**config.mk**
```make
export PLATFORM = sky130hd
export DESIGN_NAME = mycpu_top
export DESIGN_NICKNAME = d
export VERILOG_FILES = /design/src/rtl/mips_pkg.sv /design/src/rtl/mem_bus_if.sv /design/src/rtl/vaddr_map.sv /design/src/rtl/sram_handshake.sv /design/src/rtl/bus_adapter.sv /design/src/rtl/rfwrite_queue.sv /design/src/rtl/mycpu_top.sv
export SDC_FILE = /design/constraint.sdc
export NUM_CORES = 1
export LEC_CHECK = 0
export BUFFER_PORTS_ARGS = -buffer_cell sky130_fd_sc_hd__buf_4
export CORE_MARGIN = 2
export CORE_UTILIZATION = 50
export DETAILED_ROUTE_END_ITERATION = 12
export PLACE_DENSITY = 0.72
export SLEW_MARGIN = 40
export SYNTH_ARGS = -nofsm -noshare
export SYNTH_HDL_FRONTEND = slang
export SYNTH_HIERARCHICAL = 1
export SYNTH_SLANG_ARGS = --single-unit
```
**constraint.sdc**
```tcl
create_clock -name clk -period 7.85 [get_ports clk]
set_clock_uncertainty 0.05 [all_clocks]
set_input_delay 1.57 -clock clk [delete_from_list [all_inputs] [get_ports clk]]
set_output_delay 1.57 -clock clk [all_outputs]
set_load 0.01 [all_outputs]
```
**src/rtl/mips_pkg.sv**
```systemverilog
package mips_pkg;

    // basic machine words
    typedef logic [31:0] word_t;
    typedef logic [4:0] creg_addr_t;

    // per-byte write enable seen on the trace port
    typedef logic [3:0] rwen_t;

    // access size: 0 byte, 1 halfword, 2 word
    typedef logic [1:0] size_t;

    // one retire slot from the core
    typedef struct packed {
        logic       valid;
        logic       wen;
        creg_addr_t addr;
        word_t      wd;
    } rf_w_t;

    // virtual address, read either as a whole word or as segment plus offset
    typedef union packed {
        word_t raw;
        struct packed {
            logic [3:0]  seg;
            logic [27:0] offset;
        } f;
    } vaddr_t;

    // unmapped segments, the odd neighbour of each maps to the upper half
    localparam logic [3:0] SEG_KSEG0_LO = 4'h8;
    localparam logic [3:0] SEG_KSEG1_LO = 4'ha;

endpackage

```
**src/rtl/mem_bus_if.sv**
```systemverilog
`timescale 1ns/1ps

interface mem_bus_if;

    // request side, driven by the master
    logic              req;
    logic              wr;
    mips_pkg::size_t   size;
    mips_pkg::word_t   addr;
    mips_pkg::word_t   wdata;

    // response side, driven by the slave
    mips_pkg::word_t   rdata;
    logic              addr_ok;
    logic              data_ok;

    modport master (
        output req, wr, size, addr, wdata,
        input  rdata, addr_ok, data_ok
    );

    modport slave (
        input  req, wr, size, addr, wdata,
        output rdata, addr_ok, data_ok
    );

endinterface

```
**src/rtl/vaddr_map.sv**
```systemverilog
`timescale 1ns/1ps

module vaddr_map #(
    parameter logic DO_ADDR_TRANSLATION = 1'b1
) (
    input  mips_pkg::word_t vaddr,
    output mips_pkg::word_t paddr
);

    mips_pkg::vaddr_t va;
    mips_pkg::vaddr_t pa;

    assign va.raw = vaddr;

    if (DO_ADDR_TRANSLATION) begin : g_xlate
        always_comb begin
            pa = va;
            // kseg0/kseg1 strip the segment bits, offset is untouched
            case (va.f.seg)
                mips_pkg::SEG_KSEG0_LO,
                mips_pkg::SEG_KSEG1_LO: begin
                    pa.f.seg = 4'h0;
                end
                mips_pkg::SEG_KSEG0_LO + 4'd1,
                mips_pkg::SEG_KSEG1_LO + 4'd1: begin
                    pa.f.seg = 4'h1;
                end
                default: begin
                    pa.f.seg = va.f.seg;
                end
            endcase
        end
    end else begin : g_pass
        // no mapping, physical equals virtual
        assign pa = va;
    end

    assign paddr = pa.raw;

endmodule

```
**src/rtl/sram_handshake.sv**
```systemverilog
`timescale 1ns/1ps

module sram_handshake (
    input  logic clk,
    input  logic reset,
    input  logic cpu_req,
    input  logic addr_ok,
    input  logic data_ok,
    output logic req,
    output logic cpu_data_ok
);

    typedef enum logic [1:0] {
        S_IDLE = 2'd0,
        S_ADDR = 2'd1,
        S_WAIT = 2'd2
    } state_e;

    state_e state;
    state_e state_next;
    logic   req_next;

    always_comb begin
        state_next = state;
        req_next   = req;
        case (state)
            S_IDLE: begin
                // core holds den until completion
                if (cpu_req) begin
                    state_next = S_ADDR;
                    req_next   = 1'b1;
                end
            end
            S_ADDR: begin
                // slave samples the address in this cycle
                if (addr_ok) begin
                    state_next = S_WAIT;
                    req_next   = 1'b0;
                end
            end
            S_WAIT: begin
                if (data_ok) begin
                    state_next = S_IDLE;
                end
            end
            default: begin
                state_next = S_IDLE;
                req_next   = 1'b0;
            end
        endcase
    end

    always_ff @(posedge clk) begin
        if (reset) begin
            state <= S_IDLE;
            req   <= 1'b0;
        end else begin
            state <= state_next;
            req   <= req_next;
        end
    end

    // completion lines up with data_ok from the slave
    assign cpu_data_ok = (state == S_WAIT) && data_ok;

endmodule

```
**src/rtl/bus_adapter.sv**
```systemverilog
`timescale 1ns/1ps

module bus_adapter #(
    parameter logic DO_ADDR_TRANSLATION = 1'b1
) (
    input  logic            clk,
    input  logic            reset,
    input  logic            den,
    input  logic            dwt,
    input  mips_pkg::size_t dsize,
    input  mips_pkg::word_t daddr,
    input  mips_pkg::word_t dwd,
    input  mips_pkg::word_t iaddr,
    output logic            d_data_ok,
    output mips_pkg::word_t drd,
    output mips_pkg::word_t inst_addr,
    mem_bus_if.master       bus
);

    mips_pkg::word_t data_paddr;
    logic            bus_req;

    // data side address
    vaddr_map #(
        .DO_ADDR_TRANSLATION(DO_ADDR_TRANSLATION)
    ) d_map (
        .vaddr(daddr),
        .paddr(data_paddr)
    );

    // fetch address only gets translated here
    vaddr_map #(
        .DO_ADDR_TRANSLATION(DO_ADDR_TRANSLATION)
    ) i_map (
        .vaddr(iaddr),
        .paddr(inst_addr)
    );

    sram_handshake d_handshake (
        .clk         (clk),
        .reset       (reset),
        .cpu_req     (den),
        .addr_ok     (bus.addr_ok),
        .data_ok     (bus.data_ok),
        .req         (bus_req),
        .cpu_data_ok (d_data_ok)
    );

    // operands are held stable by the core, so they go straight out
    assign bus.req   = bus_req;
    assign bus.wr    = dwt;
    assign bus.size  = dsize;
    assign bus.addr  = data_paddr;
    assign bus.wdata = dwd;

    // only meaningful while d_data_ok is high
    assign drd = bus.rdata;

endmodule

```
**src/rtl/rfwrite_queue.sv**
```systemverilog
`timescale 1ns/1ps

module rfwrite_queue #(
    parameter int RETIRE_DEPTH = 8
) (
    input  logic                      clk,
    input  logic                      reset,
    input  mips_pkg::rf_w_t [1:0]     rfw_in,
    input  mips_pkg::word_t [1:0]     rt_pc_in,
    output mips_pkg::word_t           debug_wb_pc,
    output mips_pkg::rwen_t           debug_wb_rf_wen,
    output mips_pkg::creg_addr_t      debug_wb_rf_wnum,
    output mips_pkg::word_t           debug_wb_rf_wdata
);

    localparam int PTR_W = $clog2(RETIRE_DEPTH);
    localparam logic [PTR_W:0] PTR_ONE = 1;

    // entry storage
    mips_pkg::rf_w_t slot_mem [RETIRE_DEPTH];
    mips_pkg::word_t pc_mem   [RETIRE_DEPTH];

    // extra msb tells full from empty
    logic [PTR_W:0]   wr_ptr;
    logic [PTR_W:0]   rd_ptr;
    logic [PTR_W:0]   wr_next1;
    logic [PTR_W:0]   push_inc;
    logic [PTR_W:0]   occupancy;
    logic [PTR_W-1:0] wr_idx0;
    logic [PTR_W-1:0] wr_idx1;
    logic [PTR_W-1:0] rd_idx;
    logic             empty;
    mips_pkg::rf_w_t  head;

    assign occupancy = wr_ptr - rd_ptr;
    assign empty     = (occupancy == '0);

    assign wr_next1 = wr_ptr + PTR_ONE;
    assign wr_idx0  = wr_ptr[PTR_W-1:0];
    // slot 1 lands behind slot 0 only if slot 0 was taken
    assign wr_idx1  = rfw_in[0].valid ? wr_next1[PTR_W-1:0] : wr_idx0;
    assign rd_idx   = rd_ptr[PTR_W-1:0];
    assign head     = slot_mem[rd_idx];

    always_comb begin
        push_inc      = '0;
        push_inc[1:0] = {1'b0, rfw_in[0].valid} + {1'b0, rfw_in[1].valid};
    end

    always_ff @(posedge clk) begin
        if (rfw_in[0].valid) begin
            slot_mem[wr_idx0] <= rfw_in[0];
            pc_mem[wr_idx0]   <= rt_pc_in[0];
        end
        if (rfw_in[1].valid) begin
            slot_mem[wr_idx1] <= rfw_in[1];
            pc_mem[wr_idx1]   <= rt_pc_in[1];
        end
    end

    always_ff @(posedge clk) begin
        if (reset) begin
            wr_ptr <= '0;
            rd_ptr <= '0;
        end else begin
            wr_ptr <= wr_ptr + push_inc;
            // drain one entry per cycle
            if (!empty) begin
                rd_ptr <= rd_ptr + PTR_ONE;
            end
        end
    end

    // full write enable only for a real write to a nonzero register
    always_ff @(posedge clk) begin
        if (reset) begin
            debug_wb_rf_wen <= '0;
        end else if (!empty) begin
            debug_wb_rf_wen <= {4{head.wen && (head.addr != '0)}};
        end else begin
            debug_wb_rf_wen <= '0;
        end
    end

    // trace payload keeps its last value while idle
    always_ff @(posedge clk) begin
        if (!empty) begin
            debug_wb_pc       <= pc_mem[rd_idx];
            debug_wb_rf_wnum  <= head.addr;
            debug_wb_rf_wdata <= head.wd;
        end
    end

endmodule

```
**src/rtl/mycpu_top.sv**
```systemverilog
`timescale 1ns/1ps

module mycpu_top #(
    parameter logic DO_ADDR_TRANSLATION = 1'b1,
    parameter int   RETIRE_DEPTH        = 8
) (
    input  logic                      clk,
    input  logic                      reset,

    // core data request
    input  logic                      den,
    input  logic                      dwt,
    input  mips_pkg::size_t           dsize,
    input  mips_pkg::word_t           daddr,
    input  mips_pkg::word_t           dwd,
    input  mips_pkg::word_t           iaddr,

    // back to the core
    output logic                      d_data_ok,
    output mips_pkg::word_t           drd,
    output mips_pkg::word_t           inst_addr,

    // retire slots, slot 0 is older
    input  mips_pkg::rf_w_t [1:0]     rfw_in,
    input  mips_pkg::word_t [1:0]     rt_pc_in,

    // sram-like data bus
    output logic                      data_req,
    output logic                      data_wr,
    output mips_pkg::size_t           data_size,
    output mips_pkg::word_t           data_addr,
    output mips_pkg::word_t           data_wdata,
    input  mips_pkg::word_t           data_rdata,
    input  logic                      data_addr_ok,
    input  logic                      data_data_ok,

    // writeback trace
    output mips_pkg::word_t           debug_wb_pc,
    output mips_pkg::rwen_t           debug_wb_rf_wen,
    output mips_pkg::creg_addr_t      debug_wb_rf_wnum,
    output mips_pkg::word_t           debug_wb_rf_wdata
);

    mem_bus_if data_bus ();

    bus_adapter #(
        .DO_ADDR_TRANSLATION(DO_ADDR_TRANSLATION)
    ) bus_adapter_i (
        .clk       (clk),
        .reset     (reset),
        .den       (den),
        .dwt       (dwt),
        .dsize     (dsize),
        .daddr     (daddr),
        .dwd       (dwd),
        .iaddr     (iaddr),
        .d_data_ok (d_data_ok),
        .drd       (drd),
        .inst_addr (inst_addr),
        .bus       (data_bus)
    );

    // slave side of the bus goes out on plain ports
    assign data_req          = data_bus.req;
    assign data_wr           = data_bus.wr;
    assign data_size         = data_bus.size;
    assign data_addr         = data_bus.addr;
    assign data_wdata        = data_bus.wdata;
    assign data_bus.rdata    = data_rdata;
    assign data_bus.addr_ok  = data_addr_ok;
    assign data_bus.data_ok  = data_data_ok;

    rfwrite_queue #(
        .RETIRE_DEPTH(RETIRE_DEPTH)
    ) rfwrite_queue_i (
        .clk               (clk),
        .reset             (reset),
        .rfw_in            (rfw_in),
        .rt_pc_in          (rt_pc_in),
        .debug_wb_pc       (debug_wb_pc),
        .debug_wb_rf_wen   (debug_wb_rf_wen),
        .debug_wb_rf_wnum  (debug_wb_rf_wnum),
        .debug_wb_rf_wdata (debug_wb_rf_wdata)
    );

endmodule

```
== Yosys cells after proc, flatten, opt, wreduce, memory -nomap -nowiden ==
Memory sizes are Yosys's and may differ from the RTL's. A register that Yosys moved wholly into a read port is not among the register bits.
Cells that the tools add are included.

* Logic and storage cells: 57
* Output and inout bits: 206
* Memory bits (writable): 568
* Bits of input ports: 278
* Bits in registers: 49
* Memories: 2

{| class="wikitable"
|+ Memories
! memory !! words !! bits a word !! rd ports !! clocked after Yosys merged registers in !! write ports !! line !! source
|-
| rfwrite_queue_i.slot_mem || 8 || 39 || 1 || 1 || 2 || rfwrite_queue.sv:20 || <nowiki>mips_pkg::rf_w_t slot_mem [RETIRE_DEPTH];</nowiki>
|-
| rfwrite_queue_i.pc_mem || 8 || 32 || 1 || 1 || 2 || rfwrite_queue.sv:21 || <nowiki>mips_pkg::word_t pc_mem [RETIRE_DEPTH];</nowiki>
|}

* Bitwise logic cells: 1
* Multiplexer cells: 16
* Reduce and logical (&&, ||, !) cells: 13
* Equality and inequality tests: 13
* Add/subtract/negate cells: 5

{| class="wikitable"
|+ Operators with widths
! cell !! number
|-
| 4-bit equality test (second input constant) || 8
|-
| 4-bit case mux with 2 select lines || 2
|-
| 2-bit OR reduction || 5
|-
| 3-bit 2-to-1 mux || 3
|-
| 1-bit 2-to-1 mux || 6
|-
| 2-bit 2-to-1 mux || 3
|-
| 2-bit != test (second input constant) || 3
|-
| 2-bit case mux with 3 select lines || 1
|-
| 3-bit AND reduction || 2
|-
| 5-bit nonzero test || 1
|-
| 4-bit by 1-bit adder with 4-bit output (second input constant) || 1
|-
| 4-bit by 2-bit adder with 4-bit output || 1
|-
| 4-bit zero test || 1
|-
| 4-bit subtractor || 1
|-
| 3-bit by 1-bit adder with 3-bit output (second input constant) || 1
|-
| 1-bit case mux with 3 select lines || 1
|-
| 1-bit by 1-bit adder with 2-bit output || 1
|-
| 2-bit by 1-bit equality test with 1-bit output (second input constant) || 1
|-
| 2-bit equality test (second input constant) || 1
|-
| 1-bit logical AND || 2
|-
| 2-bit zero test || 1
|-
| 1-bit zero test || 1
|-
| 1-bit NOT || 1
|}

== Logic depth before layout (Yosys ltp) ==
* Word-level depth: 4
* Mapped depth: 8
* Depth with buffers taken out: 6

== Cells and area by module ==
The synthesis kept the hierarchy.

{| class="wikitable"
|+ By module, submodules not included
! module !! area an instance (µm²) !! instances !! cells each
|-
| rfwrite_queue || 30559.3 || 1 || 1660
|-
| bus_adapter || 503.0 || 1 || 67
|-
| vaddr_map || 236.5 || 2 || 33
|-
| sram_handshake || 138.9 || 1 || 16
|}

== Worst setup path before layout ==
Ideal clock, no wire load.

* Kind: in2reg
* Start point: input rfw_in[38] (netlist bit)
* End point: memory rfwrite_queue_i/pc_mem[7][0] (netlist bit), enable pin
* Path buffers: 0
* Data required time: 7.205 ns
* Arrival time: 6.588 ns
* Stages: 2
* Path slack: 0.617 ns
* Path through: nand2_1 o21ai_0

{| class="wikitable"
|+ RTL lines
! item !! line !! source
|-
| from (decl) || mycpu_top.sv:24 || <nowiki>input mips_pkg::rf_w_t [1:0] rfw_in,</nowiki>
|-
| to (decl) || rfwrite_queue.sv:21 ||
|}

==> results_dict.tcl <==
set metrics [dict create \
    ff2ff_path_depth 6 \
    timing.rr.start "rfwrite_queue_i/wr_ptr[1]$_SDFF_PP0_" \
    core-area_mm2 0.0629 \
    maxCapViolCount 0 \
    period_needed_ps 4180 \
    place_area_mm2 0.0335 \
    setup_violations 0 \
    clockRootBuffer "clkbuf_16" \
    synth_nets 2095 \
    rsz0062_at_grt "no" \
    ys_async_sr_fraction 0 \
    synth_ff_type "edfxtp_1" \
    place_ws_ps 2940 \
    clk_path_buf_depth 3 \
    internal_power_mw 7.71 \
    r2r_slack_ps 4070 \
    critPathMaxFanout 36 \
    ant_nets 0 \
    num_io_pins 484 \
    drtIter0Drc 1322 \
    drc_errors 0 \
    fin_ws_ps 3670 \
    power_density_mw_per_mm2 302 \
    leakagePower_nw 12.1 \
    die_h_um 256 \
    synth-edff-count 629 \
    hold_viol_final 0 \
    synthDistinctLibCells 43 \
    finalCritPeriodShare 0.533 \
    cts_sinks 644 \
    wl_per_cell_um 28.1 \
    io_buffers 233 \
    area_growth_syn_to_layout_pct 12.7 \
    clk_latency_ps 610 \
    min_path_type "flip-flop to flip-flop" \
    cts_tree "done" \
    p_seq_frac 0.444 \
    status "finished clean" \
    p_switching_mw 3.06 \
    stdcell_area_mm2 0.0357 \
    clk_pin_slew_ps 60 \
    fin_setup_tns_ps 0 \
    yosys-top-cells-area "edfxtp_1 60%, mux2_2 19%, mux4_2 10%" \
    crit_type "input pin to flip-flop" \
    place.gp.congestion 0.758 \
    crit_path_end "rfwrite_queue_i/pc_mem[4][14]$_DFFE_PP_" \
    yosys.area.top_type_share 0.596 \
    num_vias 17009 \
    fmax_mhz 239 \
    place_inst 2690 \
    rows 92 \
    gr-total-overflow 0 \
    post_cts_buffers 0 \
    dp.final_hpwl_um 47000 \
    ir_worst_vdd_mv 0.205 \
    power.clock.fraction 0.288 \
    grtUsageTotal 0.240 \
    ctsHoldBuffers 0 \
    first_pass_iters 5 \
    syn-mean-instance-area_um2 17.5 \
    finalMaxSlewViolations 0 \
    grt_max_degree 59 \
    die-area_mm2 0.0654 \
    relSlewSlack 0.419 \
    synth_seq_area_share 0.606 \
    critPathRequiredTime_ps 8020 \
    nNetsFinal 2207 \
    routed_wl_um 79300 \
    tightest_slew_ps 870 \
    grt_pass1_wl_um 117000 \
    ys_warn_count 6 \
    cp-startpoint "rfw_in[38]" \
    fp.dieW_um 256 \
    synth-seq-cells 644 \
    viasPerCell 6.03 \
    fin_cells 2821 \
    r2r_end "rfwrite_queue_i/pc_mem[4][14]$_DFFE_PP_" \
    crit_path_end_kind "flip-flop" \
    cp-start-kind "input pin" \
    syn_area_mm2 0.0317 \
    synth_area_leader_cell "edfxtp_1" \
    numCtsBuffers 71 \
    pwr-share-comb 0.268 \
    htreeDepth 3 \
    drive_above_1_share 0.544 \
    antenna_found_initial 8 \
    grt_pass1_vias 17792 \
    cts-resized-gates 0 \
    netlist_instances 1809 \
    swShare 0.284 \
    start_util 0.504 \
    critPathArrivalTime_ps 4350 \
    min_path_cells 2 \
]
[state kept, by name (all words and copies together), names as in the netlist, named ones only]
name	flops
rfwrite_queue_i/wr_ptr	4
rfwrite_queue_i/pc_mem	256
rfwrite_queue_i/debug_wb_pc	32
rfwrite_queue_i/debug_wb_rf_wdata	32
rfwrite_queue_i/debug_wb_rf_wen	1
rfwrite_queue_i/rd_ptr	4
rfwrite_queue_i/debug_wb_rf_wnum	5
rfwrite_queue_i/slot_mem	304
bus_adapter_i/d_handshake/req	1
bus_adapter_i/d_handshake/state	2
[power by group through the flow]
stage | sequential [mW] | combinational [mW] | clock [mW]
after floorplan | 4.81 | 1.91 | 0
final | 4.78 | 2.89 | 3.10
after global placement | 4.94 | 2.74 | 0
after detailed placement | 4.89 | 2.86 | 0
after global routing | 4.84 | 3.07 | 3.30
after CTS | 4.83 | 2.88 | 3.17
[cells in the mapped netlist, types with 5 or more instances]
cell type	count
mux4_2	140
mux2i_1	5
clkbuf_1	24
nor2_1	9
edfxtp_1	629
buf_2	55
buf_4	139
nor3_2	5
mux2_2	544
dfxtp_1	15
inv_1	12
buf_1	12
mux2_1	56
nand2b_1	5
nand2_1	103
ha_1	7
[critical path, stage by stage]
cell     delay [ps]
buf_4           160
ha_1            420
nor2_1          380
nand3_4         590
o21ai_4         560
buf_4           640
[layout by cell type (no fill, tap or decap), types with 3 or more instances in the layout]
| cell | instances |
|---|---|
| inv_1 | 11 |
| dfxtp_1 | 9 |
| mux4_2 | 140 |
| clkbuf_16 | 72 |
| ha_1 | 7 |
| buf_6 | 9 |
| nor2_1 | 9 |
| clkinv_2 | 5 |
| diode_2 | 3 |
| o21bai_4 | 4 |
| o31ai_1 | 3 |
| nand2_1 | 103 |
| nand2b_1 | 5 |
| a21oi_1 | 4 |
| nor3_4 | 4 |
| edfxtp_1 | 629 |
| dfxtp_4 | 5 |
| mux2i_1 | 4 |
| o21ai_4 | 4 |
| nor2b_1 | 3 |
| clkbuf_1 | 20 |
| buf_4 | 255 |
| mux2_2 | 544 |
| xnor2_1 | 3 |
| buf_12 | 3 |
| bufinv_16 | 3 |
| inv_6 | 4 |
| mux2_1 | 56 |
| clkinv_1 | 16 |
[routing by layer]
metal  share of wire  GRT usage
met5          0.0024     0.0175
met4           0.023     0.0763
met3           0.087     0.0737
met2            0.48      0.382
met1            0.41      0.316
[worst min-delay path by stage]
stage	end	startpoint
3_3_place_gp	bus_adapter_i/d_handshake/state[0]$_SDFFE_PP0P_	bus_adapter_i/d_handshake/state[1]$_SDFFE_PP0P_
3_5_place_dp	bus_adapter_i/d_handshake/state[0]$_SDFFE_PP0P_	bus_adapter_i/d_handshake/state[1]$_SDFFE_PP0P_
6_report	bus_adapter_i/d_handshake/req$_SDFFE_PP0P_	bus_adapter_i/d_handshake/req$_SDFFE_PP0P_
4_1_cts	bus_adapter_i/d_handshake/req$_SDFFE_PP0P_	bus_adapter_i/d_handshake/req$_SDFFE_PP0P_
2_1_floorplan	bus_adapter_i/d_handshake/state[0]$_SDFFE_PP0P_	bus_adapter_i/d_handshake/state[1]$_SDFFE_PP0P_
5_1_grt	bus_adapter_i/d_handshake/state[0]$_SDFFE_PP0P_	bus_adapter_i/d_handshake/state[1]$_SDFFE_PP0P_
[through the flow]
stage                      util  hold WS (ps)  power [mW]
after CTS                 0.566           459        10.9
after detailed placement  0.533           449        7.76
after global placement    0.531           412        7.68
final                     0.568           457        10.8
after floorplan               -           390        6.73
after global routing      0.568           474        11.2
[layout make-up]
type	instances	area, um^2
fillers	4825	27200
clock buffers	92	1880
clock inverters	32	251
repair buffers	269	2120
inverters	12	47.5
diodes	3	7.51
multi-input cells	923	11100
well taps	846	1060
flip-flops and latches	644	19200
[cells by family (layout without fill, tap and decap cells)]
logic type | count (synthesis) | in the layout | share of synthesized area
and+or+nand+nor | 143 | 143 | 0.0216
muxes | 745 | 745 | 0.314
xor gates and xnor gates | 5 | 5 | 0.00245
DFF | 644 | 644 | 0.606
adders and majority gates | 8 | 8 | 0.00340
buffers and inverters | 242 | 405 | 0.0473
other | 0 | 3 | 0
AOI/OAI and AO/OA | 22 | 22 | 0.00494
Power figures use the tool's default switching activity.
